--- src/logic/bank_ram.sv ---
`timescale 1ns/1ps

module bank_ram #(
	parameter type word_t = logic [15:0],
	parameter int  DEPTH  = 16
) (
	input  logic                     clk,
	input  logic                     we_i,
	input  logic [$clog2(DEPTH)-1:0] waddr_i,
	input  word_t                    wdata_i,
	input  logic [$clog2(DEPTH)-1:0] raddr_i,
	output word_t                    rdata_o
);

	word_t mem [DEPTH];

	always_ff @(posedge clk) begin
		if (we_i) begin
			mem[waddr_i] <= wdata_i;
		end
	end

	// read data lands one cycle after the address
	always_ff @(posedge clk) begin
		rdata_o <= mem[raddr_i];
	end

	// load side must stay inside the array
	a_waddr_range: assert property (@(posedge clk) we_i |-> (waddr_i < DEPTH));

endmodule

--- config.mk ---
export PLATFORM = sky130hd
export DESIGN_NAME = bank_ram
export DESIGN_NICKNAME = d
export VERILOG_FILES = /design/src/logic/bank_ram.sv
export SDC_FILE = /design/constraint.sdc
export NUM_CORES = 1
export LEC_CHECK = 0
export BUFFER_PORTS_ARGS = -buffer_cell sky130_fd_sc_hd__buf_2
export CORE_UTILIZATION = 60
export DETAILED_ROUTE_END_ITERATION = 16
export PLACE_DENSITY = 0.88
export SYNTH_ARGS = -nofsm -noshare
export SYNTH_HDL_FRONTEND = slang
export SYNTH_SLANG_ARGS = --single-unit
--- constraint.sdc ---
create_clock -name clk -period 2.6 [get_ports clk]
set_input_delay 0.13 -clock clk [delete_from_list [all_inputs] [get_ports clk]]
set_output_delay 0.13 -clock clk [all_outputs]
set_load 0.05 [all_outputs]
Word level (Yosys, flattened, before mapping)
Memories as Yosys holds them, arrays and structs flattened. A register that Yosys moved wholly into a read port is not among the register bits.
Index checks and enable logic that the tools add are counted.

operators by class
  multiplexer cells = 2
  div/mod/pow operators = 0
  multipliers = 0
  reduce and logical (&&, ||, !) cells = 0
  $add $sub $neg = 0
  equality and inequality tests = 0
  bitwise gates (word level) = 0
  order comparisons = 0
  shift operators = 0

operators by type and width
  cell               number
  two-way mux 1 bit  2

word-level totals
  output and inout port bits = 16
  logic and storage cells = 3
  flip-flop bits (word level) = 0
  memory bits (read-only) = 0
  bits of input ports = 26
  latch bits = 0
  memory bits (writable) = 256
  memories kept = 1

memories
  memory  words  width  read ports  clocked after memory_dff  write ports  line  RTL
  mem     16     16     1           1                         1            15    word_t mem [DEPTH];

Logic depth before layout (Yosys ltp)
  depth after elaboration = 2
  gate-level depth with buffers = 5
  mapped depth without buffers = 3

Worst setup path before layout
OpenSTA, ideal clock, no wires.

  path kind = input to register
  start = input waddr_i[2]
  end = memory mem[0][0] (netlist bit), enable pin
  data arrival time = 1776 ps
  setup time = 409 ps
  data required time = 2191 ps
  setup slack = 415 ps
  stages on the path = 2
  cell sequence = or3b_2 nor3_1

RTL lines
  item                line  RTL
  start: declaration  9     input logic [$clog2(DEPTH)-1:0] waddr_i,
  end: declaration    15

No word-level cell before the write port.

==> flow_metrics.py <==
metrics = {
    "pwr": {
        "ir_drop_mv": 0.8040,
        "p_leak_nw": 3.877,
        "powerDensity_nw_per_um2": 798.4,
    },
    "synthesis": {
        "synth_warnings": 0,
        "syn_inst": 432,
        "synth.area.top_cells": "edfxtp_1, mux4_2, dfxtp_1, mux4_1, a22oi_1",
        "synth_flop_cell": "edfxtp_1",
        "synth_fp_nets": 458,
        "syn_area_um2": 10040,
        "synth_area_per_cell_um2": 23.25,
        "synth-edff-count": 256,
        "yosysMostFrequentCell": "edfxtp_1",
        "ys_types": 19,
        "synthArstFlopShare_pct": 0,
        "ys_top_cells_by_count": "edfxtp_1, mux4_2, a22oi_1, nand2_1, dfxtp_1",
        "ys_seq_area_share_pct": 79.73,
        "yosys.area.top_type_share_pct": 76.54,
        "synth_top_cell_by_area": "edfxtp_1",
        "ys_ff_latch": 272,
    },
    "worst_setup_path": {
        "required_ps": 2990,
        "crit_chain": "mux4_2 > a22oi_1 > nand2_1",
        "critPathSlowestCell": "mux4_2",
        "critPathMaxStageDelay_ps": 500,
        "timing.rr.end": "rdata_o[1]",
        "cp_top_family": "multiplexers",
        "startpoint_type": "register",
        "r2r_slack_ps": 1160,
        "r2r-start": "mem[11][1]",
        "crit_arrival_ps": 1830,
        "cp_num_buf_inv": 0,
        "path_class": "reg2reg",
        "rr_worst_depth": 3,
        "crit_cells": 3,
        "end_kind": "register",
        "critical_path.max_fanout": 1,
    },
    "detailed_routing": {
        "drt-initial-drc-count": 487,
        "final_antenna_net_count": 0,
        "routed_via_density": 6.352,
        "wire_per_inst_um": 27.10,
        "firstDrtPassIters": 4,
        "totalWireLength_um": 20490,
        "drc": 0,
        "vias": 4802,
    },
    "sta": {
        "fin_tns_setup_ps": 0,
        "fmax_mhz": 695.5,
        "fin_skew_ps": 10.46,
        "fin_crit_ps": 1438,
        "holdWs_ps": 231.0,
        "setup_viol": 0,
        "min_period_over_period_pct": 55.30,
        "rsz0062_at_grt": "no",
        "drv_slew": 0,
        "maxSlewHeadroom_pct": 57.53,
        "hold_viol": 0,
        "worst-slew-pin-transition_ps": 636.3,
    },
    "die": {
        "die-area_um2": 17260,
        "die_height_um": 131.4,
        "rows": 46,
        "core_um2": 16120,
        "fp.dieW_um": 131.4,
        "pin_count": 42,
        "initial_core_util_pct": 62.32,
    },
    "clock_network": {
        "clk-insertion-delay-late_ps": 530,
        "h-tree-depth": 1,
        "clkTransAtPathRegs_ps": 60,
        "numCtsBuffers": 26,
        "cts_buffer_depth": 3,
        "cts_resized": 0,
        "postCtsSetupRepairBufs": 0,
        "cts.sinks": 272,
        "cts_tree": "yes",
        "cts-root-buf": "clkbuf_16",
    },
    "final_layout": {
        "area_growth_pct": 16.62,
        "nFillCells": 932,
        "num_antenna_cells": 0,
        "final_net_count": 546,
        "fin_util_pct": 72.68,
        "layout.cells.non_filler": 756,
        "stdcell_area_um2": 11710,
        "layout-drive-gt1-share_pct": 32.41,
    },
    "global_route": {
        "track_usage_pct": 24.94,
        "overflow": 0,
        "grt_pass1_vias": 5115,
        "grt_pass1_wl_um": 30930,
        "antenna_found_initial": 0,
        "grt_start_max_net_pins": 65,
    },
    "place": {
        "gp_congestion": 0.7480,
        "dp_hpwl_um": 11370,
        "io_buffers": 41,
        "dp_cells": 692,
        "placed_cell_area_um2": 10650,
    },
    "hold_path": {
        "hp-start": "waddr_i[2]",
        "hp-class": "in2reg",
        "whs_path_depth": 3,
        "hold-path-endpoint": "mem[14][0]",
    },
    "run_status": {
        "status": "completed",
    },
    "job": {
        "maxCapViolations": 0,
    },
}
-- sequential cells by signal, summed over array words and instances (netlist names) --
| register | count |
|---|---|
| mem | 256 |
| rdata_o | 16 |
-- metal layers --
metal	vias to the layer above	wire, um	GRT usage [%]	share of wire [%]
met2	243	10580	41.37	52
met4	0	918	11.89	4.5
met3	62	1447	3.241	7.1
met1	2484	7545	33.36	37
li1	2013	-	-	-
met5	-	0	0	0
-- cell usage in the layout (no fill, tap or decap), types with 4 or more instances in the layout --
cell type      instances
nor3_2                 4
clkbuf_8               4
a22oi_1               32
buf_4                 23
buf_2                 40
bufinv_16              4
clkbuf_16             26
dlygate4sd3_1         16
mux4_1                10
clkbuf_1               6
mux4_2                54
nand2_1               17
dfxtp_1               16
nor2_2                12
edfxtp_1             256
-- per-stage QoR --
step	setup slack [ps]	power, mW
finish	1162	9.352
global route	1087	9.618
global placement	745.8	5.526
CTS	1143	9.408
floorplan	414.9	5.358
detailed placement	630.0	5.554
-- kinds of logic (layout without fill, tap and decap cells) --
| logic type | count (synthesis) | count (layout) | share of synthesized area [%] |
|---|---|---|---|
| and+or+nand+nor | 43 | 43 | 1.918 |
| muxes | 64 | 64 | 14.73 |
| AOI/OAI and AO/OA | 32 | 32 | 2.392 |
| DFF | 272 | 272 | 79.73 |
| buffers and inverters | 21 | 129 | 1.233 |
-- final cells by class --
type | instances | area, um2 | area share, %
sequential | 272 | 8008 | 68.37
tap | 216 | 270.3 | 2.307
clock buffer | 36 | 728.2 | 6.217
multi-input combinational | 139 | 1962 | 16.75
clock inverter | 12 | 171.4 | 1.464
timing repair buffer | 81 | 573.1 | 4.893
-- worst max path at each step --
| stage | slack, ps | from | endpoint |
|---|---|---|---|
| 3_5_place_dp | 630 | waddr_i[2] | mem[2][10] |
| 5_1_grt | 1090 | mem[11][1] | rdata_o[1] |
| 4_1_cts | 1140 | mem[2][10] | rdata_o[10] |
| 6_report | 1160 | mem[11][1] | rdata_o[1] |
| 2_1_floorplan | 410 | waddr_i[2] | mem[0][0] |
| 3_3_place_gp | 750 | raddr_i[0] | rdata_o[0] |
-- worst reg2reg max path: stages, from the launching register on --
cell      delay [ps]
edfxtp_1         390
mux4_2           500
a22oi_1          290
nand2_1          120
-- what timing repair did --
action                                 CTS  global route
hold buffers                            16             0
setup endpoints to repair                0             0
endpoints found under the hold margin  256             0
-- power by group --
part           internal [mW]  switching, mW
Clock                   2.36           1.52
Combinational          0.200          0.348
Sequential              4.90         0.0315
(Power assumes the default switching activity.)
