[src/logic/conv_pkg.sv]
package conv_pkg;

	localparam int DATA_W          = 16;
	localparam int ACC_W           = 40;
	localparam int FM_SIZE_MAX     = 8;
	localparam int DEPTH_MAX       = 4;
	localparam int KERNEL_SIZE_MAX = 3;
	localparam int PARA_KERNEL_MAX = 2; // default kernel parallelism

	// memory sizes in words
	localparam int FM_WORDS = DEPTH_MAX * FM_SIZE_MAX * FM_SIZE_MAX;
	localparam int WT_WORDS = DEPTH_MAX * KERNEL_SIZE_MAX * KERNEL_SIZE_MAX;

	typedef logic signed [DATA_W-1:0]        data_t;
	typedef logic signed [ACC_W-1:0]         acc_t;
	typedef logic [$clog2(FM_WORDS)-1:0]     fm_addr_t;
	typedef logic [$clog2(WT_WORDS)-1:0]     wt_addr_t;
	typedef logic [3:0]                      size_t;

	// slice-major, then row, then column
	function automatic fm_addr_t fm_address(size_t slice, size_t row, size_t col);
		return fm_addr_t'((slice * FM_SIZE_MAX + row) * FM_SIZE_MAX + col);
	endfunction

	function automatic wt_addr_t wt_address(size_t slice, size_t row, size_t col);
		return wt_addr_t'((slice * KERNEL_SIZE_MAX + row) * KERNEL_SIZE_MAX + col);
	endfunction

endpackage
[src/logic/mac_array.sv]
`timescale 1ns/1ps

module mac_array #(
	parameter int PARA_KERNEL = conv_pkg::PARA_KERNEL_MAX
) (
	input  logic            clk,
	input  logic            rst,
	input  conv_pkg::data_t fm_i,
	input  conv_pkg::data_t wt_i [PARA_KERNEL],
	input  logic            first_i,
	input  logic            last_i,
	input  conv_pkg::size_t row_i,
	input  conv_pkg::size_t col_i,
	output logic            done_o,
	output conv_pkg::acc_t  sum_o [PARA_KERNEL],
	output conv_pkg::size_t row_o,
	output conv_pkg::size_t col_o
);

	logic signed [2*conv_pkg::DATA_W-1:0] prod [PARA_KERNEL];
	conv_pkg::acc_t acc     [PARA_KERNEL];
	conv_pkg::acc_t acc_nxt [PARA_KERNEL];
	logic           tap_open; // between first and last of one position

	always_comb begin
		for (int k = 0; k < PARA_KERNEL; k++) begin
			prod[k]    = fm_i * wt_i[k]; // one feature value feeds every kernel
			acc_nxt[k] = first_i ? prod[k] : acc[k] + prod[k];
		end
	end

	always_ff @(posedge clk) begin
		acc <= acc_nxt;
		if (last_i) begin
			sum_o <= acc_nxt; // next position may load acc right away
			row_o <= row_i;
			col_o <= col_i;
		end
	end

	always_ff @(posedge clk or negedge rst) begin
		if (!rst) begin
			done_o   <= 1'b0;
			tap_open <= 1'b0;
		end else begin
			done_o <= last_i;
			if (last_i)
				tap_open <= 1'b0;
			else if (first_i)
				tap_open <= 1'b1;
		end
	end

	a_last_after_first: assert property (@(posedge clk) disable iff (!rst)
		last_i |-> (tap_open || first_i));

endmodule

[config.mk]
export PLATFORM = sky130hd
export DESIGN_NAME = mac_array
export DESIGN_NICKNAME = d
export VERILOG_FILES = /design/src/logic/conv_pkg.sv /design/src/logic/mac_array.sv
export SDC_FILE = /design/constraint.sdc
export NUM_CORES = 2
export LEC_CHECK = 0
export ABC_AREA = 0
export BUFFER_PORTS_ARGS = -buffer_cell sky130_fd_sc_hd__buf_2
export CORE_MARGIN = 2
export CORE_UTILIZATION = 50
export DETAILED_ROUTE_END_ITERATION = 6
export PLACE_DENSITY_LB_ADDON = 0.12
export SLEW_MARGIN = 20
export SYNTH_ARGS = -nofsm -noshare
export SYNTH_HDL_FRONTEND = slang
export SYNTH_SLANG_ARGS = --single-unit
[constraint.sdc]
create_clock -name clk -period 5.7 [get_ports clk]
set_clock_uncertainty 0.1 [all_clocks]
set_input_delay 0.57 -clock clk [delete_from_list [all_inputs] [get_ports clk]]
set_output_delay 0.57 -clock clk [all_outputs]
set_load 0.01 [all_outputs]
Yosys cells after proc, flatten, opt, wreduce, memory -nomap -nowiden

Index checks and enable logic that the tools add are counted.

Bits in registers: 169
Input bits: 60
Output and inout port bits: 89
Word-level logic and storage cells: 13

$add $sub $neg: 2
Multiply operators: 2
Mux-type cells: 2

Operators with widths:

| kind                         | count |
|---|---|
| adder 40 x 32 -> 40 bit      | 2 |
| two-way mux 40 bit           | 2 |
| multiplier 16 x 16 -> 32 bit | 2 |

Logic depth before layout (Yosys ltp)

Depth in word-level cells: 3
Mapped depth: 35
Mapped depth without buffers: 33

Least setup slack after synthesis

OpenSTA, ideal clock, no wires.

Path kind: input to register
Start point: input port fm_i[15]
End point: register sum_o[79] (netlist name) (data pin)
Setup time: 291 ps
Data arrival time: 8187 ps
Setup slack: -2878 ps
Stages: 29
Cell sequence: clkbuf_1 > nand2_1 > inv_1 > fa_1 > fa_1 > fa_1 > fa_1 > fa_1 > inv_1 > fa_1 > inv_1 > ha_1 > a21o_1 > a2111oi_0 > o211ai_1 > a211oi_1 > o31ai_1 > a21oi_1 > o21bai_1 > xnor2_1 > ha_1 > a21o_1 > a21o_1 > a221oi_1 > o31ai_1 > nand3_1 > a21oi_1 > mux2i_1 > xnor2_1

RTL lines:

| what                 | RTL line        | source |
|---|---|---|
| from (decl)          | mac_array.sv:8  | `input conv_pkg::data_t fm_i,` |
| to (signal assigned) | mac_array.sv:35 | `sum_o <= acc_nxt;` |
| to (decl)            | mac_array.sv:15 | `output conv_pkg::acc_t sum_o [PARA_KERNEL],` |

==> metrics <==
first-pass GRT wire length=131700 um; Synthesized Nets=3831; Remaining DRCs=0; top cell type's share of synthesized area=37.04%; placed cell area=34430 um^2; vias per cell=5.186; worst setup margin=-2342 ps; status=finished with violations; PortBufs=148; synthesized area per cell=9.491 um^2; largest net degree at the start of global routing=59; Yosys cell types=64; Slew HR=46.22%; HP Class=in2reg; violated checks=negative setup slack; Starting Density=50.51%; WL/cell=17.78 um; Slew Limit Fails=0; Crit path top cell by count=fa_1; layout cell share with drive strength beyond 1=35.38%; CTS tree=built; GPL Wtd Cong=0.9160; Post-synth ARST share=0.5917%; WS Path Type=in2reg; initial antenna violation count=0; Rows=87; simple-gate share of the synthesized area=13.85%; clk slew on worst S/H paths=70 ps; Root Driver=clkbuf_16; GRT Residual Overflow=0; WL final=79510 um; commonest cells in the netlist=586 x inv_1, 526 x fa_1, 329 x nand2_1, 257 x and2_1, 250 x ha_1; Final Instance Area=39070 um^2; n_diodes=0; vias in the first global route=25470; synth top area cells=fa_1 37%, ha_1 11%, edfxtp_1 9.3%; Final ANT Viol Nets=0; crit path launch type=input port; fin nets=4540; Setup crit end kind=flip-flop; slowest stage delay, CP=580 ps; cell family with most CP delay=adder cells; H-tree depth=4; Num CTS Buffers=17; final setup violation count=121; GRT Util Overall=27.87%; routed vias=23199; critical path arrival=8110 ps; Worst-Skew Late Latency=450 ps; I/O pin total=149; upper clock frequency limit=124.3 MHz; Die Span Y=242.4 um; slowest cell on the critical path=fa_1; Tmin final=8042 ps; most frequent cell after synthesis=inv_1; RSZ-0062 raised after global routing=yes; Main synth FF type=edfxtp_1; Ys Warns=0; XOR/XNOR share of the synthesized area=4.344%; Crit path required time=5770 ps; worst-margin pin slew=806.7 ps; Total Neg Setup Slack=-190590 ps; worst path buffer plus inverter count=9; number of flops mapped to enable cells by yosys=88; maximum clock path buffer count=2; Synth area leader=fa_1; initial DRC count=1121; Syn-to-layout area delta=37.45%; DR pass1 iterations=5; DP Wirelength=61380 um; CP Max Fanout=5; Max Cap Viol=0; Compound-Gate Fraction of Synth Area=9.116%; Fin. Hold Viols=0; Seq/Total Area, Yosys=15.02%; Seq cells post-synth=169; Core Region=56280 um^2; post-synthesis mux area share=0.5898%; Final Cycle Share=141.1%; clock sinks=169; Mapped Area=28430 um^2; DIE AREA=58770 um^2; Die Span X=242.4 um; combinational family with the most area after synthesis=adder cells; Adder-Cell Fraction of Synth Area=48.05%; cell count after synthesis=2995
-- timing repair --
item,in CTS,in global routing
buffers inserted,90,58
gates cloned,3,1
endpoints found under the hold margin,1,0
hold buffers,1,0
endpoints found under the setup margin,125,122
gates resized for setup,407,227
pin swaps,239,196
-- final cells by class --
| cell class | instances | area (um^2) |
|---|---|---|
| clock buffers | 21 | 491.7 |
| multi-input cells | 2142 | 24590 |
| fillers | 4208 | 17210 |
| well taps | 756 | 945.9 |
| inverters | 586 | 2205 |
| repair buffers | 788 | 6486 |
| clock inverters | 11 | 85.08 |
| flip-flops and latches | 169 | 4269 |
-- per-stage QoR --
stage	setup slack, ps	hold slack, ps	util, %	cells
floorplan	-2108	174.4	-	2995
global placement	-2849	244.2	61.18	4306
detailed placement	-3103	246.7	61.18	4306
CTS	-2177	182.8	66.90	4422
global route	-2582	185.7	69.43	4473
finish	-2342	199.8	69.43	4473
-- cell families after synthesis --
| family | count (synthesis) |
|---|---|
| fa+ha+maj | 776 |
| xor+xnor | 141 |
| mux | 15 |
| simple gates | 801 |
| compound gates | 409 |
| buf+inv | 684 |
| flops | 169 |
-- layout by cell type (no fill, tap or decap), types with 19 or more instances in the layout --
cell	n
a21o_1	58
a21oi_1	50
a21oi_2	55
and2_1	213
and2_4	44
buf_2	114
buf_4	535
buf_6	100
clkbuf_16	19
dfxtp_1	80
edfxtp_1	88
fa_1	496
fa_2	30
ha_1	186
ha_4	56
inv_1	543
inv_2	41
nand2_1	297
nand2_2	19
nand2b_1	20
nor2_1	82
o21ai_0	31
o21ai_1	31
o21ai_2	30
xnor2_1	55
xnor2_2	32
xor2_1	34
-- sequential cells by signal, indices dropped and copies added, names as in the netlist --
name / flops
acc: 80
col_o: 4
done_o: 1
row_o: 4
sum_o: 80
-- worst paths after layout --
kind,from,to,slack [ps],depth (start not counted)
hold / removal,row_i[0],row_o[0]$_DFFE_PP_,200,1
min in group asynchronous,rst,done_o$_DFF_PN0_,330,2
setup / recovery,fm_i[8],sum_o[77]$_DFFE_PP_,-2340,34
hold reg to reg,acc[40]$_DFF_P_,acc[40]$_DFF_P_,510,2
setup reg to reg,acc[0]$_DFF_P_,sum_o[36]$_DFFE_PP_,2110,13
max in group asynchronous,rst,done_o$_DFF_PN0_,5090,2
-- layer usage --
metal	part of all wire (%)	GRT usage, %
met3	4.6	3.190
met5	0	0
met4	2.4	7.534
met2	48	45.49
met1	45	39.55
Power is not shown: default switching activity piles up to over one toggle a cycle in this logic, so the estimate is an artifact.
