$ cat config.mk
export PLATFORM = sky130hd
export DESIGN_NAME = result_out
export DESIGN_NICKNAME = d
export VERILOG_FILES = /design/src/logic/conv_pkg.sv /design/src/logic/result_out.sv
export SDC_FILE = /design/constraint.sdc
export NUM_CORES = 1
export LEC_CHECK = 0
export CAP_MARGIN = 10
export CORE_ASPECT_RATIO = 1.4
export CORE_MARGIN = 3
export CORE_UTILIZATION = 35
export DETAILED_ROUTE_END_ITERATION = 7
export DONT_BUFFER_PORTS = 1
export GPL_TIMING_DRIVEN = 0
export PLACE_DENSITY = 0.6
export SLEW_MARGIN = 20
export SYNTH_ARGS = -nofsm -noshare
export SYNTH_HDL_FRONTEND = slang
export SYNTH_SLANG_ARGS = --single-unit
$ cat constraint.sdc
create_clock -name clk -period 0.8 [get_ports clk]
set_input_delay 0.04 -clock clk [delete_from_list [all_inputs] [get_ports clk]]
set_output_delay 0.04 -clock clk [all_outputs]
set_load 0.02 [all_outputs]
$ cat src/logic/conv_pkg.sv
package conv_pkg;

	localparam int DATA_W          = 16;
	localparam int ACC_W           = 40;
	localparam int FM_SIZE_MAX     = 8;
	localparam int DEPTH_MAX       = 4;
	localparam int KERNEL_SIZE_MAX = 3;
	localparam int PARA_KERNEL_MAX = 2; // default kernel parallelism

	// memory sizes in words
	localparam int FM_WORDS = DEPTH_MAX * FM_SIZE_MAX * FM_SIZE_MAX;
	localparam int WT_WORDS = DEPTH_MAX * KERNEL_SIZE_MAX * KERNEL_SIZE_MAX;

	typedef logic signed [DATA_W-1:0]        data_t;
	typedef logic signed [ACC_W-1:0]         acc_t;
	typedef logic [$clog2(FM_WORDS)-1:0]     fm_addr_t;
	typedef logic [$clog2(WT_WORDS)-1:0]     wt_addr_t;
	typedef logic [3:0]                      size_t;

	// slice-major, then row, then column
	function automatic fm_addr_t fm_address(size_t slice, size_t row, size_t col);
		return fm_addr_t'((slice * FM_SIZE_MAX + row) * FM_SIZE_MAX + col);
	endfunction

	function automatic wt_addr_t wt_address(size_t slice, size_t row, size_t col);
		return wt_addr_t'((slice * KERNEL_SIZE_MAX + row) * KERNEL_SIZE_MAX + col);
	endfunction

endpackage
$ cat src/logic/result_out.sv
`timescale 1ns/1ps

module result_out #(
	parameter int PARA_KERNEL = conv_pkg::PARA_KERNEL_MAX
) (
	input  logic            clk,
	input  logic            rst,
	input  logic            done_i,
	input  conv_pkg::acc_t  sum_i [PARA_KERNEL],
	input  conv_pkg::size_t row_i,
	input  conv_pkg::size_t col_i,
	input  conv_pkg::size_t fm_size_i,
	input  conv_pkg::size_t kernel_size_i,
	output logic            result_valid_o,
	output conv_pkg::size_t result_row_o,
	output conv_pkg::size_t result_col_o,
	output conv_pkg::acc_t  result_o [PARA_KERNEL],
	output logic            layer_ready_o
);

	conv_pkg::size_t out_last;
	logic            final_pos;
	logic            final_q;

	assign out_last  = fm_size_i - kernel_size_i;
	assign final_pos = done_i && (row_i == out_last) && (col_i == out_last);

	always_ff @(posedge clk or negedge rst) begin
		if (!rst) begin
			result_valid_o <= 1'b0;
			final_q        <= 1'b0;
			layer_ready_o  <= 1'b0;
		end else begin
			result_valid_o <= done_i;
			final_q        <= final_pos;
			layer_ready_o  <= final_q; // one cycle after the last strobe
		end
	end

	always_ff @(posedge clk) begin
		if (done_i) begin
			result_o     <= sum_i;
			result_row_o <= row_i;
			result_col_o <= col_i;
		end
	end

endmodule

Word-level counts from Yosys, hierarchy flattened
Cells that the tools add are included.
- reduce and logical (&&, ||, !) cells: 2
- eq/ne operators: 2
- $add $sub $neg: 1
- operators with widths (kind ; count):
    $eq 4x4->1 ; 2
    $sub 4x4->4 ; 1
    $logic_and 1x1->1 ; 2
- register bits after elaboration: 91

Logic depth before layout (Yosys ltp)
- depth after elaboration: 4
- gate-level depth with buffers: 8

Least setup slack after synthesis
OpenSTA, ideal clock, no wires.
- path type: input port to flip-flop
- start point: in fm_size_i[0]
- end point: reg final_q
- data required time: 0.727 ns
- stages: 8
- path buffers: 0
- data arrival time: 1.572 ns
- slack: -0.846 ns
- cell sequence: inv_1 ha_1 inv_1 fa_1 and3_1 o21ai_0 or4b_1 a21oi_2
- word-level cells in the longest chain between the ends: 4
- elaborated cells between the ends (all ways): 5
- ends and longest elaborated chain (element ; RTL line ; source):
    start: declaration ; result_out.sv:12 ; input conv_pkg::size_t fm_size_i,
    $sub 4x4->4 * ; result_out.sv:25 ; assign out_last = fm_size_i - kernel_size_i;
    $eq 4x4->1 ; result_out.sv:26 ; assign final_pos = done_i && (row_i == out_last) && (col_i == out_last);
    $logic_and 1x1->1 ; result_out.sv:26 ;
    $logic_and 1x1->1 * ; result_out.sv:26 ;
    named net final_pos ; result_out.sv:22 ; logic final_pos;
    end signal: assignment ; result_out.sv:35 ; final_q <= final_pos;
    end: declaration ; result_out.sv:23 ; logic final_q;
Mark *: on every way through the listed nets, which the timed path passes. The rest lies on a longest branch.
A chain may end at the register's enable or synchronous reset.

Worst setup path in the final report
Ends and elaborated chain as after synthesis.

==> impl_metrics.yaml <==
outcome:
  run_status: "finished, violations left"
  violations: "negative hold slack, negative setup slack"
drt:
  ant_nets: 0
  totalWireLength_um: 6783
  drt_iter0_markers: 68
  drt-wirelength-per-cell_um: 20.94
  drcViolationCount: 0
  vias: 1516
  dr.pass1.iters: 4
  via_per_inst: 4.679
power_and_ir_drop:
  clockPowerShare_pct: 27.2
  p_switching_uw: 2208
  p_leak_uw: 0.001454
  switching_share_pct: 23.72
  power.share.sequential_pct: 67.5
  power_uw: 9310
  ir_drop_mv: 0.8627
  pwr-share-comb_pct: 5.3
  p_per_area_mw_per_mm2: 2251
  internal_power_uw: 7102
floorplanning:
  core_mm2: 0.007940
  row_count: 38
  dieArea_mm2: 0.009483
  die_w_um: 83.17
  ios: 189
  die_h_um: 114.0
  start_util_pct: 36.75
clocking:
  clock_sinks: 91
  clockRootBuffer: "clkbuf_8"
  clk_latency_ps: 340
  postCtsSetupBuffers: 0
  htree_levels: 3
  cts_tree: "built"
  cts_made_buffers: 9
  clk_path_buf_depth: 2
  holdBufCountCts: 90
  clkSlewWorstSetupHoldPaths_ps: 80
logic_synthesis:
  synth_cells: 117
  synth_xor_xnor_area_share_pct: 0.6003
  synthAdderAreaFrac_pct: 1.973
  ys_types: 18
  syn_avg_cell_area_um2: 24.94
  ys_ff_latch: 91
  synth_top_area_cell: "edfxtp_1"
  synthMuxAreaShare_pct: 0
  synth_top_family_by_area: "simple AND/OR/NAND/NOR gates"
  ys_warn_count: 0
  synth_area_leaders: "edfxtp_1 91%, dfrtp_1 2.6%, ha_1 1.3%"
  synthSimpleGateAreaFrac_pct: 2.058
  synth_top_area_share_pct: 90.57
  syn-cell-area_mm2: 0.002918
  postSynthNetCount: 220
  yosysSeqAreaShare_pct: 93.14
  synth_compound_area_share_pct: 1.715
sta:
  maxSlewHeadroom_pct: 81.57
  clock.fmax_mhz: 737.7
  tightest_slew_ps: 277.0
  report.final.slew_viol_count: 0
  min_period_over_period_pct: 169.4
  finalHoldViolations: 90
  finClkSkew_ps: 0.06001
  rsz0062_at_grt: "true"
  setup_viol: 91
  tns_ps: -7397
  finalWorstSetupSlack_ps: -555.5
  period_needed_ps: 1356
  hold_slack_ps: -267.5
cells_and_area:
  fillers: 637
  fin_nets: 321
  layout-drive-gt1-share_pct: 7.623
  final_cell_mix: "90 x dlygate4sd3_1, 88 x edfxtp_1, 9 x clkbuf_8"
  layout_commonest_cell: "dlygate4sd3_1"
  multiInputGateArea_um2: 202.7
  syn_to_final_growth_pct: 41.72
  fin_area_mm2: 0.004135
  seq_area_mm2: 0.002718
place:
  port_buffers: 0
  gp_congestion: 0.6824
  hpwl_um: 4328
  postPlaceCellArea_mm2: 0.003068
  pre_cts_ws_ps: -909.8
worst_setup_path:
  reg2reg_depth: 0
  crit_fanout: 2
  reg2reg_to: "layer_ready_o$_DFF_PN0_"
  critPathCaptureType: "flip-flop"
  r2r_start: "final_q$_DFF_PN0_"
  worstSetupPathType: "in2reg"
  start_kind: "primary input"
  r2r_slack_ps: 330
  arrival_ps: 1620
  required_ps: 1070
global_routing:
  grt-ovfl-total: 0
  grt_max_degree: 91
  grt_antenna_before_repair: 0
  grt_pass1_vias: 1629
  grt_usage_pct: 13.56
  grt_pass1_wl_um: 9225
job:
  max-cap-violations: 0
hold_path:
  whs_path_depth: 0
  hp-class: "in2reg"
  worstHoldEndpoint: "result_valid_o$_DFF_PN0_"
  hold_start: "done_i"
through the flow:
stage / std cells / util [%]
floorplan: 117 / -
global placement: 217 / 38.64
detailed placement: 217 / 38.64
CTS: 323 / 51.99
global route: 323 / 52.05
finish: 324 / 52.08
worst max path at each step:
| stage | depth (start not counted) | start | end | slack [ps] |
|---|---|---|---|---|
| floorplan | 8 | fm_size_i[0] | final_q$_DFF_PN0_ | -770 |
| global placement | 8 | fm_size_i[0] | final_q$_DFF_PN0_ | -880 |
| detailed placement | 8 | fm_size_i[0] | final_q$_DFF_PN0_ | -910 |
| CTS | 8 | fm_size_i[0] | final_q$_DFF_PN0_ | -530 |
| global route | 8 | fm_size_i[0] | final_q$_DFF_PN0_ | -610 |
| finish | 8 | fm_size_i[0] | final_q$_DFF_PN0_ | -560 |
power by group through the flow:
stage | Clock, uW | Combinational, uW | Sequential [uW]
floorplan | 0 | 98.3 | 6320
global placement | 0 | 108 | 6390
detailed placement | 0 | 117 | 6400
CTS | 2650 | 488 | 6290
global route | 2870 | 530 | 6310
finish | 2540 | 493 | 6280
sequential cells by signal (all words and copies together) (netlist names):
| name | count |
|---|---|
| result_valid_o | 1 |
| final_q | 1 |
| result_row_o | 4 |
| result_col_o | 4 |
| result_o | 80 |
| layer_ready_o | 1 |
layer usage:
layer | share of wire [%] | track usage [%]
met1 | 31 | 12.61
met2 | 59 | 24.95
met3 | 7.0 | 4.552
met4 | 3.0 | 8.833
met5 | 0 | 0
worst max-delay path, stage by stage:
cell and delay, ps:
inv_12 30, ha_4 120, inv_2 30, fa_1 510, and3_1 150, o21ai_1 50, or4b_1 550, a21oi_2 140
Yosys cell counts:
cell	n
nand4_1	1
dfrtp_1	3
a211o_1	1
o21ai_0	3
xnor2_1	2
or4b_1	1
nor3_1	1
edfxtp_1	88
a21oi_2	1
and3_1	1
or3_4	1
a21oi_1	2
ha_1	3
inv_1	4
a21o_1	1
nor2_1	1
fa_1	1
and3b_1	2
logic make-up (layout without fill, tap and decap cells):
logic type / Yosys count / in the layout
xor gates and xnor gates: 2 / 2
AOI/OAI and AO/OA: 8 / 8
DFF: 91 / 91
buffers and inverters: 4 / 110
other: 0 / 1
and+or+nand+nor: 8 / 8
adders and majority gates: 4 / 4
cell type report:
class,instances,share of cell area (%)
multi-input combinational,22,4.902
sequential,91,65.72
clock buffer,9,2.995
antenna,1,0.06051
timing repair buffer,90,21.79
clock inverter,7,0.8472
inverter,4,0.6657
tap,100,3.026
timing repair:
action                                  CTS  global route
endpoints found under the setup margin   91            91
hold endpoints to repair                181            90
pin swaps                                 2             0
resized for setup                         0             1
No activity file was read; power rests on OpenSTA's default activity.
