$ cat src/logic/conv_pkg.sv
package conv_pkg;

	localparam int DATA_W          = 16;
	localparam int ACC_W           = 40;
	localparam int FM_SIZE_MAX     = 8;
	localparam int DEPTH_MAX       = 4;
	localparam int KERNEL_SIZE_MAX = 3;
	localparam int PARA_KERNEL_MAX = 2; // default kernel parallelism

	// memory sizes in words
	localparam int FM_WORDS = DEPTH_MAX * FM_SIZE_MAX * FM_SIZE_MAX;
	localparam int WT_WORDS = DEPTH_MAX * KERNEL_SIZE_MAX * KERNEL_SIZE_MAX;

	typedef logic signed [DATA_W-1:0]        data_t;
	typedef logic signed [ACC_W-1:0]         acc_t;
	typedef logic [$clog2(FM_WORDS)-1:0]     fm_addr_t;
	typedef logic [$clog2(WT_WORDS)-1:0]     wt_addr_t;
	typedef logic [3:0]                      size_t;

	// slice-major, then row, then column
	function automatic fm_addr_t fm_address(size_t slice, size_t row, size_t col);
		return fm_addr_t'((slice * FM_SIZE_MAX + row) * FM_SIZE_MAX + col);
	endfunction

	function automatic wt_addr_t wt_address(size_t slice, size_t row, size_t col);
		return wt_addr_t'((slice * KERNEL_SIZE_MAX + row) * KERNEL_SIZE_MAX + col);
	endfunction

endpackage
$ cat src/logic/window_seq.sv
`timescale 1ns/1ps

module window_seq (
	input  logic               clk,
	input  logic               rst,
	input  logic               go_i,
	input  conv_pkg::size_t    fm_size_i,
	input  conv_pkg::size_t    fm_depth_i,
	input  conv_pkg::size_t    kernel_size_i,
	output conv_pkg::fm_addr_t fm_raddr_o,
	output conv_pkg::wt_addr_t wt_raddr_o,
	output logic               tap_first_o,
	output logic               tap_last_o,
	output conv_pkg::size_t    tap_row_o,
	output conv_pkg::size_t    tap_col_o,
	output logic               busy_o
);

	// tag, mac and result stages still in flight after the last read
	localparam logic [2:0] DRAIN = 3'd4;

	logic            run;
	logic [2:0]      drain;
	conv_pkg::size_t orow, ocol, sl, kr, kc;
	conv_pkg::size_t out_last;
	logic            kc_end, kr_end, sl_end, oc_end, or_end;
	logic            first_now, last_now;

	// first tag stage lines up with the address register
	logic            first_q, last_q;
	conv_pkg::size_t row_q, col_q;

	assign out_last  = fm_size_i - kernel_size_i; // last output index
	assign kc_end    = (kc == kernel_size_i - 4'd1);
	assign kr_end    = (kr == kernel_size_i - 4'd1);
	assign sl_end    = (sl == fm_depth_i - 4'd1);
	assign oc_end    = (ocol == out_last);
	assign or_end    = (orow == out_last);
	assign first_now = (sl == 4'd0) && (kr == 4'd0) && (kc == 4'd0);
	assign last_now  = kc_end && kr_end && sl_end;

	always_ff @(posedge clk or negedge rst) begin
		if (!rst) begin
			run    <= 1'b0;
			busy_o <= 1'b0;
			drain  <= '0;
			orow   <= '0;
			ocol   <= '0;
			sl     <= '0;
			kr     <= '0;
			kc     <= '0;
		end else if (go_i) begin
			run    <= 1'b1;
			busy_o <= 1'b1;
			drain  <= '0;
			orow   <= '0;
			ocol   <= '0;
			sl     <= '0;
			kr     <= '0;
			kc     <= '0;
		end else if (run) begin
			kc <= kc_end ? 4'd0 : kc + 4'd1;
			if (kc_end) begin
				kr <= kr_end ? 4'd0 : kr + 4'd1;
				if (kr_end) begin
					sl <= sl_end ? 4'd0 : sl + 4'd1;
					if (sl_end) begin // position complete
						ocol <= oc_end ? 4'd0 : ocol + 4'd1;
						if (oc_end) begin
							orow <= orow + 4'd1;
							if (or_end) begin
								run   <= 1'b0;
								drain <= DRAIN;
							end
						end
					end
				end
			end
		end else if (drain != '0) begin
			drain <= drain - 3'd1;
			if (drain == 3'd1)
				busy_o <= 1'b0;
		end
	end

	always_ff @(posedge clk or negedge rst) begin
		if (!rst) begin
			first_q     <= 1'b0;
			last_q      <= 1'b0;
			tap_first_o <= 1'b0;
			tap_last_o  <= 1'b0;
		end else begin
			first_q     <= run & first_now;
			last_q      <= run & last_now;
			tap_first_o <= first_q; // aligned with ram data
			tap_last_o  <= last_q;
		end
	end

	always_ff @(posedge clk) begin
		fm_raddr_o <= conv_pkg::fm_address(sl, orow + kr, ocol + kc);
		wt_raddr_o <= conv_pkg::wt_address(sl, kr, kc);
		row_q      <= orow;
		col_q      <= ocol;
		tap_row_o  <= row_q;
		tap_col_o  <= col_q;
	end

	a_kernel_fits: assert property (@(posedge clk) disable iff (!rst)
		go_i |-> (kernel_size_i <= fm_size_i));

endmodule

$ cat config.mk
export PLATFORM = sky130hd
export DESIGN_NAME = window_seq
export DESIGN_NICKNAME = d
export VERILOG_FILES = /design/src/logic/conv_pkg.sv /design/src/logic/window_seq.sv
export SDC_FILE = /design/constraint.sdc
export NUM_CORES = 1
export LEC_CHECK = 0
export BUFFER_PORTS_ARGS = -buffer_cell sky130_fd_sc_hd__buf_2
export CAP_MARGIN = 20
export CELL_PAD_IN_SITES_DETAIL_PLACEMENT = 1
export CELL_PAD_IN_SITES_GLOBAL_PLACEMENT = 1
export CORE_MARGIN = 3
export CORE_UTILIZATION = 50
export DETAILED_ROUTE_END_ITERATION = 10
export GPL_ROUTABILITY_DRIVEN = 0
export PLACE_DENSITY_LB_ADDON = 0.15
export SLEW_MARGIN = 20
export SYNTH_ARGS = -nofsm -noshare
export SYNTH_HDL_FRONTEND = slang
export SYNTH_SLANG_ARGS = --single-unit
$ cat constraint.sdc
create_clock -name clk -period 7.65 [get_ports clk]
set_input_delay 0.3825 -clock clk [delete_from_list [all_inputs] [get_ports clk]]
set_output_delay 0.3825 -clock clk [all_outputs]
set_load 0.02 [all_outputs]
# Word-level counts from Yosys, hierarchy flattened
# Index checks and enable logic that the tools add are counted.
[totals]
word_cells = 114
ram_bits = 0
memories = 0
out_inout_bits = 25
inputBits = 15
latchBits = 0
romBits = 0
ff_bits = 59
[op_classes]
eq_ne = 12
n_lt_le_gt_ge = 0
n_bitwise = 2
div_mod_pow = 0
reduce_logical = 22
mul = 2
add_sub_neg = 15
muxes = 43
shifts = 0
[op_table]
columns = ["cell", "count"]
rows = [
  ["$mux W4", 24],
  ["$mux W3", 8],
  ["$add A4 B1 Y4 const B", 5],
  ["$eq A4 B4 Y1", 5],
  ["$ne A3 B2 Y1 const B", 5],
  ["$reduce_bool A2 Y1", 7],
  ["$logic_not A4 Y1", 3],
  ["$mux W1", 11],
  ["$add A4 B4 Y4", 2],
  ["$add A8 B4 Y8", 1],
  ["$sub A4 B1 Y4 const B", 2],
  ["$add A6 B4 Y7", 1],
  ["$mul A7 B2 Y6 const B", 1],
  ["$add A6 B4 Y6", 1],
  ["$mul A4 B2 Y6 const B", 1],
  ["$reduce_and A3 Y1", 2],
  ["$reduce_and A6 Y1", 1],
  ["$reduce_bool A3 Y1", 2],
  ["$add A5 B4 Y5", 1],
  ["$reduce_and A5 Y1", 1],
  ["$logic_and A1 B1 Y1", 4],
  ["$reduce_and A4 Y1", 1],
  ["$sub A4 B4 Y4", 1],
  ["$eq A3 B1 Y1 const B", 1],
  ["other kinds (4)", 5],
]

# Depth between registers and ports, before layout
[logic_depth]
ltp_word = 9
mapped_depth = 13
mapped_depth_nobuf = 13

# Least setup slack after synthesis
# No wires, ideal clock.
[synth_path]
path_type = "reg-to-reg"
startpoint = "register sl[0]"
endpoint = "register wt_raddr_o[5]"
slack_ps = 4230
t_arrival_ps = 3296
required_time_ps = 7526
setup_ps = 124
path_buffers = 0
stages_incl_launch_ff = 14
path_cell_list = "dfrtp_1 inv_1 fa_1 inv_1 ha_1 fa_1 fa_1 inv_1 fa_1 inv_1 a21o_1 a21oi_1 xnor2_1 xnor2_1"
[synth_via]
elab_chain_len = 4
[synth_lines]
columns = ["item", "line", "rtl"]
rows = [
  ["start, declared", "window_seq.sv:24", "conv_pkg::size_t orow, ocol, sl, kr, kc;"],
  ["start signal, assigned", "window_seq.sv:66", "sl <= sl_end ? 4'd0 : sl + 4'd1;"],
  ["$mul A4 B2 Y6", "conv_pkg.sv:26", "return wt_addr_t'((slice * KERNEL_SIZE_MAX + row) * KERNEL_SIZE_MAX + col);"],
  ["$add A6 B4 Y7", "conv_pkg.sv:26", ""],
  ["$mul A7 B2 Y6", "conv_pkg.sv:26", ""],
  ["$add A6 B4 Y6", "conv_pkg.sv:26", ""],
  ["end signal, assigned", "window_seq.sv:102", "wt_raddr_o <= conv_pkg::wt_address(sl, kr, kc);"],
  ["end, declared", "window_seq.sv:11", "output conv_pkg::wt_addr_t wt_raddr_o,"],
]
# No other way between the ends.
# A chain may end at the register's enable or synchronous reset.

# Final worst setup path
# Ends and elaborated chain as after synthesis.

==> out/results.ini <==
[yosys]
synthFlopType = dfxtp_1
ys_seq_area_share_pct = 38.9
synth.largest_area_cell = dfrtp_1
syn_inst = 318
synth_cell_types = 45
yosysTopAreaCellShare_pct = 21.3
synthArstFlopShare_pct = 49.2
synth_area_um2 = 3410
mappedNetlistNets = 382
ys.warnings.count = 0
synth_edf_count = 0
syn-mean-instance-area_um2 = 10.7
synth.area.top_cells = dfrtp_1 (21%), dfxtp_1 (18%), ha_1 (14%)
ys_ff_latch = 59

[finish]
nNetsFinal = 427
n_antenna_cell = 0
post-route-cell-area_um2 = 3900
drive_gt1_share_pct = 17.4
final_util_pct = 60.4
area_growth_pct = 14.6
stdcell_count = 445

[worst_setup_path]
worstSetupPathType = flop to flop
worstPathRequired_ns = 7.92
startpoint = sl[0]$_DFFE_PN0P_
setup.worst_path.start_class = flop
path_max_fanout = 8
endpoint_kind = flop
reg2reg_from = sl[0]$_DFFE_PN0P_
worstPathArrival_ns = 3.92

[drt]
ant_nets = 0
viasPerCell = 5.43
vias = 2417
wl_per_cell_um = 17.9
first_iter_violations = 60
remaining_drc_errors = 0
drt_first_pass_iters = 4
routed_wl_um = 7980

[timing]
rsz0062_at_grt = false
drv_slew = 0
hold_viol_final = 0
setup_tns_ns = 0
final-setup-viol-count = 0
clock_skew_ns = 0.0103
finalCritPeriodShare_pct = 47.7
fin_ws_ns = 4.00
max_freq_mhz = 274
hold_ws_ns = 0.0794
tightest_slew_ns = 0.705
post-route-min-period_ns = 3.65
slew_headroom_pct = 53.0

[worst_hold_path]
hold_class = primary input to asynchronous set/reset pin

[placement]
pre_cts_ws_ns = 4.02
dpl_cell_area_um2 = 3670
place_inst = 429
dp_hpwl_um = 5950
port_buffers = 39

[global_route]
grt_overflow_total = 0
grt_pass1_vias = 2726
grt_max_degree = 30
antenna_found_initial = 0
grt_pass1_wl_um = 13600
grt_usage_pct = 23.5

[clock_network]
hold_buffers = 0
cts_buffer_depth = 2
clk_latency_ns = 0.34
cts_resized = 0
clock-sinks = 59
postCtsSetupBuffers = 0
cts_buffers = 9
cts_tree = yes
htreeDepth = 3
clk_pin_slew_ns = 0.08
cts_root_buf = clkbuf_8

[flow_run]
max_cap_viol_count = 0

[power]
intPower_uw = 610
switchingPower_uw = 266
power-per-cell-area_nw_per_um2 = 225
netSwitchingFraction_pct = 30.3
p_leak_nw = 2.06
seqPwrFrac_pct = 39.8
p_total_uw = 876
vdd_drop_max_v = 0.0000839
p_clk_share_pct = 37.9
pwr-share-comb_pct = 22.3

[floorplanning]
fp.dieH_um = 88.5
fp.dieArea_um2 = 7840
io_pins = 40
die_w_um = 88.5
initial_core_util_pct = 52.7
coreArea_um2 = 6460
row_count = 29

[outcome]
status = finished clean

-- power by group through the flow --
| stage | sequential, mW | combinational (mW) | clock (mW) |
|---|---|---|---|
| after global routing | 0.353 | 0.222 | 0.351 |
| after CTS | 0.350 | 0.198 | 0.337 |
| after global placement | 0.355 | 0.180 | 0 |
| after detailed placement | 0.356 | 0.189 | 0 |
| after floorplan | 0.377 | 0.111 | 0 |
| final | 0.349 | 0.195 | 0.332 |
-- flip-flops by register name, summed over array words and instances (netlist names), 4 cells and up --
| signal | cells |
|---|---|
| orow | 4 |
| kr | 4 |
| kc | 4 |
| wt_raddr_o | 6 |
| tap_col_o | 4 |
| fm_raddr_o | 8 |
| row_q | 4 |
| ocol | 4 |
| col_q | 4 |
| tap_row_o | 4 |
| sl | 4 |
-- layout by cell type (no fill, tap or decap), types with 3 or more instances in the layout --
master,count
inv_6,3
a21oi_1,15
nand3_1,13
nand2_1,16
dfxtp_1,30
inv_1,38
o21ai_0,8
or3_1,3
nor2b_1,3
xor2_1,16
a21o_1,8
ha_1,38
nor3_1,6
xnor2_1,25
dfrtp_1,29
buf_2,39
nor2_1,12
clkbuf_8,10
xnor3_1,5
nor4_1,3
fa_1,11
-- synthesized netlist by cell type, types with 3 or more instances --
library cell,count
ha_1,38
inv_1,38
dfxtp_1,30
dfrtp_1,29
xnor2_1,25
nand2_1,16
xor2_1,16
a21oi_1,15
nand3_1,13
nor2_1,12
fa_1,11
a21o_1,8
o21ai_0,8
nor3_1,6
xnor3_1,5
clkbuf_1,3
nor2b_1,3
nor4_1,3
or3_1,3
-- layer usage --
metal	routed length (um)	global-route usage (%)	part of all wire, %
met5	0	0	0
met3	236	4.00	3.0
met4	145	8.79	1.8
met1	3530	29.3	44
met2	4070	40.9	51
-- path summary, 6_finish.rpt --
check | to | slack (ns) | cells after the start
worst min-delay path | orow[0]$_DFFE_PN0P_ | 0.08 | 1
min in group clk | tap_col_o[1]$_DFF_P_ | 0.32 | 0
max in group asynchronous | first_q$_DFF_PN0_ | 7.11 | 1
worst max register to register | wt_raddr_o[5]$_DFF_P_ | 4.00 | 13
worst min register to register | tap_col_o[1]$_DFF_P_ | 0.32 | 0
worst max-delay path | wt_raddr_o[5]$_DFF_P_ | 4.00 | 13
-- area by class of cell --
cell class | count | area [um2]
clock buffers | 10 | 138
clock inverters | 6 | 95.1
fillers | 718 | 2560
inverters | 38 | 143
multi-input cells | 215 | 1900
flip-flops and latches | 59 | 1330
well taps | 77 | 96.3
repair buffers | 40 | 203
-- worst max-delay path, stage by stage, from the launching register on --
cell	delay (ns)
dfrtp_1	0.51
inv_1	0.13
fa_1	0.54
inv_1	0.04
ha_1	0.22
fa_1	0.48
fa_1	0.55
inv_1	0.06
fa_1	0.46
inv_1	0.08
a21o_1	0.12
a21oi_1	0.07
xnor2_1	0.19
xnor2_1	0.13
-- cell families after synthesis --
| group | synth area share [%] |
|---|---|
| xor gates and xnor gates | 14.5 |
| adders and majority gates | 20.4 |
| DFF | 38.9 |
| muxes | 1.03 |
| and+or+nand+nor | 12.0 |
| AOI/OAI and AO/OA | 7.82 |
| buffers and inverters | 5.22 |
Note: power is estimated with default switching activity, not from simulation.
