**src/logic/conv_pkg.sv**
```systemverilog
package conv_pkg;

	localparam int DATA_W          = 16;
	localparam int ACC_W           = 40;
	localparam int FM_SIZE_MAX     = 8;
	localparam int DEPTH_MAX       = 4;
	localparam int KERNEL_SIZE_MAX = 3;
	localparam int PARA_KERNEL_MAX = 2; // default kernel parallelism

	// memory sizes in words
	localparam int FM_WORDS = DEPTH_MAX * FM_SIZE_MAX * FM_SIZE_MAX;
	localparam int WT_WORDS = DEPTH_MAX * KERNEL_SIZE_MAX * KERNEL_SIZE_MAX;

	typedef logic signed [DATA_W-1:0]        data_t;
	typedef logic signed [ACC_W-1:0]         acc_t;
	typedef logic [$clog2(FM_WORDS)-1:0]     fm_addr_t;
	typedef logic [$clog2(WT_WORDS)-1:0]     wt_addr_t;
	typedef logic [3:0]                      size_t;

	// slice-major, then row, then column
	function automatic fm_addr_t fm_address(size_t slice, size_t row, size_t col);
		return fm_addr_t'((slice * FM_SIZE_MAX + row) * FM_SIZE_MAX + col);
	endfunction

	function automatic wt_addr_t wt_address(size_t slice, size_t row, size_t col);
		return wt_addr_t'((slice * KERNEL_SIZE_MAX + row) * KERNEL_SIZE_MAX + col);
	endfunction

endpackage
```
**src/logic/load_ctrl.sv**
```systemverilog
`timescale 1ns/1ps

module load_ctrl #(
	parameter int PARA_KERNEL = conv_pkg::PARA_KERNEL_MAX
) (
	input  logic               clk,
	input  logic               rst,
	input  logic               fm_wr_i,
	input  conv_pkg::fm_addr_t fm_addr_i,
	input  conv_pkg::data_t    fm_data_i,
	input  logic               wt_wr_i,
	input  conv_pkg::wt_addr_t wt_addr_i,
	input  conv_pkg::data_t    wt_data_i [PARA_KERNEL],
	input  logic               fm_done_i,
	input  logic               wt_done_i,
	input  logic               start_i,
	input  logic               busy_i,
	output logic               fm_we_o,
	output conv_pkg::fm_addr_t fm_waddr_o,
	output conv_pkg::data_t    fm_wdata_o,
	output logic               wt_we_o,
	output conv_pkg::wt_addr_t wt_waddr_o,
	output conv_pkg::data_t    wt_wdata_o [PARA_KERNEL],
	output logic               fm_ready_o,
	output logic               wt_ready_o,
	output logic               go_o
);

	// go counts as busy too since busy only rises a cycle after it
	logic lock;
	assign lock = busy_i | go_o;

	always_ff @(posedge clk or negedge rst) begin
		if (!rst) begin
			fm_we_o    <= 1'b0;
			wt_we_o    <= 1'b0;
			fm_ready_o <= 1'b0;
			wt_ready_o <= 1'b0;
			go_o       <= 1'b0;
		end else begin
			fm_we_o    <= fm_wr_i & ~lock; // dropped during a run
			wt_we_o    <= wt_wr_i & ~lock;
			fm_ready_o <= fm_done_i;
			wt_ready_o <= wt_done_i;
			go_o       <= start_i & fm_ready_o & wt_ready_o & ~lock;
		end
	end

	always_ff @(posedge clk) begin
		fm_waddr_o <= fm_addr_i;
		fm_wdata_o <= fm_data_i;
		wt_waddr_o <= wt_addr_i;
		wt_wdata_o <= wt_data_i; // same address in every bank
	end

	a_go_idle: assert property (@(posedge clk) disable iff (!rst) go_o |-> !busy_i);

endmodule

```
**config.mk**
```make
export PLATFORM = sky130hd
export DESIGN_NAME = load_ctrl
export DESIGN_NICKNAME = d
export VERILOG_FILES = /design/src/logic/conv_pkg.sv /design/src/logic/load_ctrl.sv
export SDC_FILE = /design/constraint.sdc
export NUM_CORES = 1
export LEC_CHECK = 0
export BUFFER_PORTS_ARGS = -buffer_cell sky130_fd_sc_hd__buf_2
export CAP_MARGIN = 20
export CELL_PAD_IN_SITES_DETAIL_PLACEMENT = 1
export CELL_PAD_IN_SITES_GLOBAL_PLACEMENT = 1
export CORE_MARGIN = 2
export CORE_UTILIZATION = 27
export CTS_BUF_LIST = sky130_fd_sc_hd__clkbuf_8 sky130_fd_sc_hd__clkbuf_16
export CTS_CLUSTER_DIAMETER = 60
export DETAILED_ROUTE_END_ITERATION = 16
export PLACE_DENSITY_LB_ADDON = 0.05
export SLEW_MARGIN = 20
export SYNTH_ARGS = -nofsm -noshare
export SYNTH_HDL_FRONTEND = slang
export SYNTH_SLANG_ARGS = --single-unit
```
**constraint.sdc**
```tcl
create_clock -name clk -period 1.8 [get_ports clk]
set_clock_uncertainty 0.2 [all_clocks]
set_input_delay 0.09 -clock clk [delete_from_list [all_inputs] [get_ports clk]]
set_output_delay 0.09 -clock clk [all_outputs]
set_load 0.02 [all_outputs]
```
## Word level (Yosys, flattened, before mapping)

Cells that the tools add are included.

- Bitwise gates (word level): 7

Operators with widths:

| kind | number |
|---|---|
| 1-bit AND | 5 |
| 1-bit inverter | 1 |
| 1-bit bitwise OR | 1 |

- Word-level logic and storage cells: 17
- Register bits after elaboration: 67

## Logic depth before layout (Yosys ltp)

Gate-level depths: netlist of the first run.

- Depth in word-level cells: 3
- Gate-level depth with buffers: 2
- Depth with buffers taken out: 2

## Worst setup path after synthesis of the first run

No wires, ideal clock.

- Path kind: register to register
- From: register go_o
- To: register go_o
- Slack: 776 ps
- Arrival: 756 ps
- Cell stages (with the launch flop): 3
- Period minus slack after synthesis: 1024 ps
- Required time: 1532 ps
- Buffers on the path: 0
- Setup time: 68 ps
- Cells stage by stage: dfrtp_1 nor2_2 and4_1

- Word-level cells in the longest chain between the ends: 3

RTL lines:

| what | RTL line | text |
|---|---|---|
| start, declared | load_ctrl.sv:26 | `output logic go_o` |
| start signal, assigned | load_ctrl.sv:45 | `go_o <= start_i & fm_ready_o & wt_ready_o & ~lock;` |
| 1-bit bitwise OR | load_ctrl.sv:31 | `assign lock = busy_i \| go_o;` |
| 1-bit inverter | load_ctrl.sv:45 |  |
| 1-bit AND | load_ctrl.sv:45 |  |

Every way passes these cells.

## Worst setup path after layout of the first run

Same ends and word-level chain as after synthesis.

==> results of run 1 <==
==> flip-flops by register name, summed over array words and instances (netlist names) <==
signal / flops
wt_we_o: 1
wt_wdata_o: 32
wt_ready_o: 1
fm_ready_o: 1
go_o: 1
fm_we_o: 1
wt_waddr_o: 6
fm_wdata_o: 16
fm_waddr_o: 8
==> cell usage after synthesis (all sizes together) <==
library cell / number / area, um2
nor2: 1 / 6.26
dfrtp: 5 / 125
and4: 1 / 8.76
and2: 2 / 12.5
dfxtp: 62 / 1240
==> critical path, stage by stage (launching register included) <==
cell and delay (ns):
dfrtp_1 0.39, nor2_2 0.13, and4_1 0.22, dlygate4sd3_1 0.55
==> routing by layer <==
layer,vias up,GRT usage
li1,657,-
met1,637,0.148
met2,83,0.362
met3,13,0.0595
met4,0,0.117
met5,-,0
==> power by group <==
group          switching [mW]  internal, mW  total, mW  leakage, nW
sequential             0.0201          1.56       1.58        0.586
combinational           0.181         0.207      0.388        0.856
clock                   0.501         0.696       1.20        0.108
total                   0.702          2.47       3.17         1.55
==> cell type report <==
cell class	count	area (um2)
timing repair buffer	208	1400
clock buffer	11	151
clock inverter	4	42.5
tap	70	87.6
fill	550	1970
sequential	67	1370
multi-input combinational	4	27.5
==> metrics by stage <==
stage                     total power [mW]  hold WS (ns)  setup slack, ns  utilization
final                                 3.17         0.203            0.248        0.610
after global routing                  3.31         0.190            0.201        0.610
after CTS                             3.18         0.181            0.291        0.610
after detailed placement              1.87        -0.291            0.838        0.429
after global placement                1.87        -0.297            0.862        0.429
after floorplan                       1.72        -0.406            0.776            -
==> final timing paths <==
path / to / startpoint / cells after the start / slack (ns)
setup / recovery: go_o / go_o / 3 / 0.25
hold / removal: wt_wdata_o[9] / wt_data_i[9] / 2 / 0.20
setup reg to reg: go_o / go_o / 3 / 0.25
hold reg to reg: go_o / fm_ready_o / 2 / 0.91
max in group asynchronous: fm_we_o / rst / 3 / 0.69
min in group asynchronous: go_o / rst / 3 / 0.51
==> logic make-up after synthesis <==
family and Yosys count:
DFF 67, and+or+nand+nor 4
==> results.md, run 1 <==
* Endpoint type of the worst setup path: register
* Skew-Pair Late Insertion Delay at 0.31 ns
* Number of buffers inserted by hold repair at cts at 72
* Sequential element share of the synthesized area at 0.980
* Data arrival time of the critical path at 1.61 ns
* Most used cells in the layout excluding fill and tap cells: buf_2, dlygate4sd3_1, dfxtp_1, clkbuf_8, dfrtp_1
* Achievable Freq at 0.644 GHz
* Total global-route track usage at 0.182
* Pwr dens at 1030 nW/um2
* Post-Layout Cell Count at 364
* Pin count of the biggest net entering global routing at 11
* Number of maximum-capacitance constraint violations at 0
* Via Count at 1,390
* Fraction of final layout cells sized beyond drive strength 1 at 0.510
* Met1 routed wirelength after detailed routing at 1.51 mm
* CTS tree: built
* Share of the cycle needed by the critical path after routing at 0.862
* Starting density of the core at 0.276
* RSZ-0062 raised after global routing: false
* Result of the run: finished, final reports clean
* Crit path time final at 1.55 ns
* Final layout net count at 360
* Worst path required time at 1.86 ns
* Detailed Route WL at 5.12 mm
* Synthesized-area fraction occupied by adder cells at 0
* Biggest fanout along the worst timing path at 3
* Most frequent standard cell in the layout excluding fill and tap cells: buf_2
* Syn Inst Count at 71
* Number of placed instances with taps included at 277
* Worst vdd rail ir drop at 0.589 mV
* Count of state elements after synthesis at 67
* Hold WC Path Type: in2reg
* Area of the core at 5040 um2
* Critical Setup Path Class: reg2reg
* Number of warning messages in the yosys log at 0
* Deepest level of the CTS H-tree at 3
* Post-synthesis compound-gate area fraction at 0
* Pin slew with the least headroom to its limit at 0.248 ns
* Final number of setup-violating endpoints at 0
* Initial antenna violation count at 0
* Largest buffer count on any clock path at 2
* Iter 0 DRT Violations at 31
* Unique cell type count in the Yosys netlist at 5
* Wire length of the first global-routing pass at 7.33 mm
* Ports placed on the boundary at 137
* Congestion Overflow GR at 0
* Number of placement rows at 26
* Total length of routed met2 wires at 3.06 mm
* Vias per std cell at 3.82
* Routed Antenna Nets at 0
* Uppermost routed layer: met4
* Detail Route met3 WL at 426 um
* Inserted Clock Buffers at 9
* Final std cell area, no fill at 3080 um2
* DP HPWL at 2.75 mm
* Main combinational cell family by area after synthesis: simple AND/OR/NAND/NOR gates
* Endpoints failing hold at 0
* Area of placed instances at 2160 um2
* Synth Net Count at 141
* Count of clock tree sinks at 67
* Routability congestion estimate from global placement at 0.646
* Synth Area per Inst at 19.6 um2
* Fraction of the mapped netlist area in simple logic gates at 0.0197
* Number of inserted diodes at 0
* Total Negative Setup Slacks at 0 ns
* DRC violations left at 0
* Relative slew slack at 0.834
* CP Launch Type: register
* Number of optimization iterations in the first detailed-route pass at 3
* Port Buffers at 136
* Fraction of synthesized cell area in xor and xnor cells at 0
* Area of the die at 5750 um2
* Routed len/inst at 14.1 um
* CTS clk-pin slew, worst paths at 0.07 ns
* Leakage power total at 1.55 nW
* Floorplan die width at 75.9 um
* Clock tree root driver cell: clkbuf_8
* Relative area change from synthesis to final layout at 121%
* Share of synthesized area spent on multiplexers at 0
* Cell Area, Synth at 1390 um2
* Overall die height at 75.9 um
* Resize count post-CTS at 0
* Post-CTS setup buffers at 0
* Via count of the first global-routing pass at 1,611
* Number of slew-limit violations in the final report at 0
Power figures use the tool's default switching activity.
==> run 2, diff against run 1 <==
--- a/config.mk
+++ b/config.mk
@@ -14,7 +14,7 @@
 export CTS_BUF_LIST = sky130_fd_sc_hd__clkbuf_8 sky130_fd_sc_hd__clkbuf_16
 export CTS_CLUSTER_DIAMETER = 60
 export DETAILED_ROUTE_END_ITERATION = 16
-export PLACE_DENSITY_LB_ADDON = 0.05
+export PLACE_DENSITY_LB_ADDON = 0.08
 export SLEW_MARGIN = 20
 export SYNTH_ARGS = -nofsm -noshare
 export SYNTH_HDL_FRONTEND = slang
==> results.md, run 2 (synthesized netlist as in run 1, its figures left out) <==
* Result of the run: finished, final reports clean (unchanged)
* CTS clk-pin slew, worst paths at 0.07 ns (about the same)
* Pin count of the biggest net entering global routing at 11 (unchanged)
* Area of placed instances at 2160 um2 (unchanged)
* CTS tree: built (unchanged)
* Cell-by-cell trace of the critical path: nor2_2, and4_1, dlygate4sd3_1 (unchanged)
* Wire length of the first global-routing pass at 7.50 mm (was 7.33 mm)
* Endpoint type of the worst setup path: register (unchanged)
* Achievable Freq at 0.630 GHz (was 0.644 GHz)
* Detailed Route WL at 5.26 mm (was 5.12 mm)
* Cell at the slowest stage of the critical path: dlygate4sd3_1 (unchanged)
* Number of slew-limit violations in the final report at 0 (unchanged)
* Pwr dens at 1010 nW/um2 (was 1030 nW/um2)
* Number of cells on the worst hold path at 2 (unchanged)
* Routability congestion estimate from global placement at 0.622 (was 0.646)
* Number of maximum-capacitance constraint violations at 0 (unchanged)
* Pin slew with the least headroom to its limit at 0.260 ns (was 0.248 ns)
* Most used cells in the layout excluding fill and tap cells: buf_2, dlygate4sd3_1, dfxtp_1, clkbuf_8, dfrtp_1 (unchanged)
* Starting density of the core at 0.276 (unchanged)
* Max reg flops at 32 (unchanged)
* Skew-Pair Late Insertion Delay at 0.32 ns (was 0.31 ns)
* Setup slack of the most critical reg-to-reg path at 0.21 ns (was 0.25 ns)
* Reg with most FFs: wt_wdata_o (unchanged)
* Resize count post-CTS at 0 (unchanged)
* Post-Layout Cell Count at 366 (was 364)
* Ports placed on the boundary at 137 (unchanged)
* Port Buffers at 136 (unchanged)
* Routed Antenna Nets at 0 (unchanged)
* Routed len/inst at 14.4 um (was 14.1 um)
* CP Launch Type: register (unchanged)
* RSZ-0062 raised after global routing: false (unchanged)
* Relative area change from synthesis to final layout at 120% (was 121%)
* Iter 0 DRT Violations at 21 (was 31)
* Via count of the first global-routing pass at 1,638 (was 1,611)
* Overall die height at 75.9 um (unchanged)
* Buffers & Inverters on Critical Path at 1 (unchanged)
* Area of the core at 5040 um2 (unchanged)
* Final layout net count at 360 (unchanged)
* Hold slack final at 0.195 ns (was 0.203 ns)
* DP HPWL at 2.87 mm (was 2.75 mm)
* Fraction of final layout cells sized beyond drive strength 1 at 0.505 (was 0.510)
* Area of the die at 5750 um2 (unchanged)
* Total global-route track usage at 0.189 (was 0.182)
* Crit Reg-Reg Startpoint: go_o (unchanged)
* End point of the most critical hold path: wt_wdata_o[4] (was wt_wdata_o[9])
* Final std cell area, no fill at 3070 um2 (was 3080 um2)
* Reg2Reg Depth at 3 (unchanged)
* Biggest fanout along the worst timing path at 3 (unchanged)
* DRC violations left at 0 (unchanged)
* Data arrival time of the critical path at 1.64 ns (was 1.61 ns)
* Endpoint of the lowest-slack register-to-register path: go_o (unchanged)
* Worst path required time at 1.86 ns (about the same)
* Largest buffer count on any clock path at 2 (unchanged)
* Number of placed instances with taps included at 277 (unchanged)
* Inserted Clock Buffers at 9 (unchanged)
* Number of buffers inserted by hold repair at cts at 72 (unchanged)
* Leakage power total at 1.55 nW (about the same)
* Clock tree root driver cell: clkbuf_8 (unchanged)
* Worst vdd rail ir drop at 0.840 mV (was 0.589 mV)
* Final number of setup-violating endpoints at 0 (unchanged)
* Via Count at 1,395 (was 1,390)
* Crit path time final at 1.59 ns (was 1.55 ns)
* Post-Route Utilization at 0.608 (was 0.610)
* Endpoints failing hold at 0 (unchanged)
* Post-CTS setup buffers at 0 (unchanged)
* Max stage delay on crit path at 0.55 ns (about the same)
* Congestion Overflow GR at 0 (unchanged)
* Share of the cycle needed by the critical path after routing at 0.882 (was 0.862)
* Total Negative Setup Slacks at 0 ns (unchanged)
* Floorplan die width at 75.9 um (unchanged)
* Most frequent standard cell in the layout excluding fill and tap cells: buf_2 (unchanged)
* Vias per std cell at 3.81 (was 3.82)
* Largest registers in the final layout: wt_wdata_o x32, fm_wdata_o x16, fm_waddr_o x8 (unchanged)
* Count of clock tree sinks at 67 (unchanged)
* Deepest level of the CTS H-tree at 3 (unchanged)
* Number of placement rows at 26 (unchanged)
* Top Family by Delay on Critical Path: buffers and inverters (unchanged)
* Initial antenna violation count at 1 (was 0)
* Hold WC Path Type: in2reg (unchanged)
* Critical Setup Path Class: reg2reg (unchanged)
* Hold path start: wt_data_i[4] (was wt_data_i[9])
* Relative slew slack at 0.826 (was 0.834)
* Number of optimization iterations in the first detailed-route pass at 4 (was 3)
## run 2: stage by stage
stage | worst slack [ns] | total power, mW
after detailed placement | 0.816 | 1.88
after global routing | 0.149 | 3.24
final | 0.213 | 3.09
after global placement | 0.859 | 1.87
after CTS | 0.264 | 3.10
after floorplan | 0.776 | 1.72
## run 2: worst max path at each step
| stage | startpoint | endpoint | slack, ns | cells after the start |
|---|---|---|---|---|
| final | go_o | go_o | 0.21 | 3 |
| after global routing | go_o | go_o | 0.15 | 3 |
| after CTS | go_o | go_o | 0.26 | 3 |
| after detailed placement | go_o | go_o | 0.82 | 2 |
| after global placement | go_o | go_o | 0.86 | 2 |
| after floorplan | go_o | go_o | 0.78 | 2 |
## run 2: final cells by class
cell class	count	area, um2
fillers	549	1970
repair buffers	208	1400
flip-flops and latches	67	1370
clock buffers	11	163
well taps	70	87.6
multi-input cells	4	27.5
clock inverters	5	20.0
diodes	1	2.50
## run 2: layer usage
metal | global-route usage | wire [um] | up-vias
li1 | - | - | 658
met1 | 0.146 | 1530 | 648
met2 | 0.381 | 3070 | 80
met3 | 0.0794 | 549 | 9
met4 | 0.0994 | 110 | 0
met5 | 0 | 0 | -
## run 2: report_power, final
| group | switching, mW | internal, mW | total [mW] |
|---|---|---|---|
| clock network | 0.518 | 0.600 | 1.12 |
| logic | 0.183 | 0.207 | 0.390 |
| registers | 0.0203 | 1.56 | 1.58 |
| total | 0.721 | 2.37 | 3.09 |
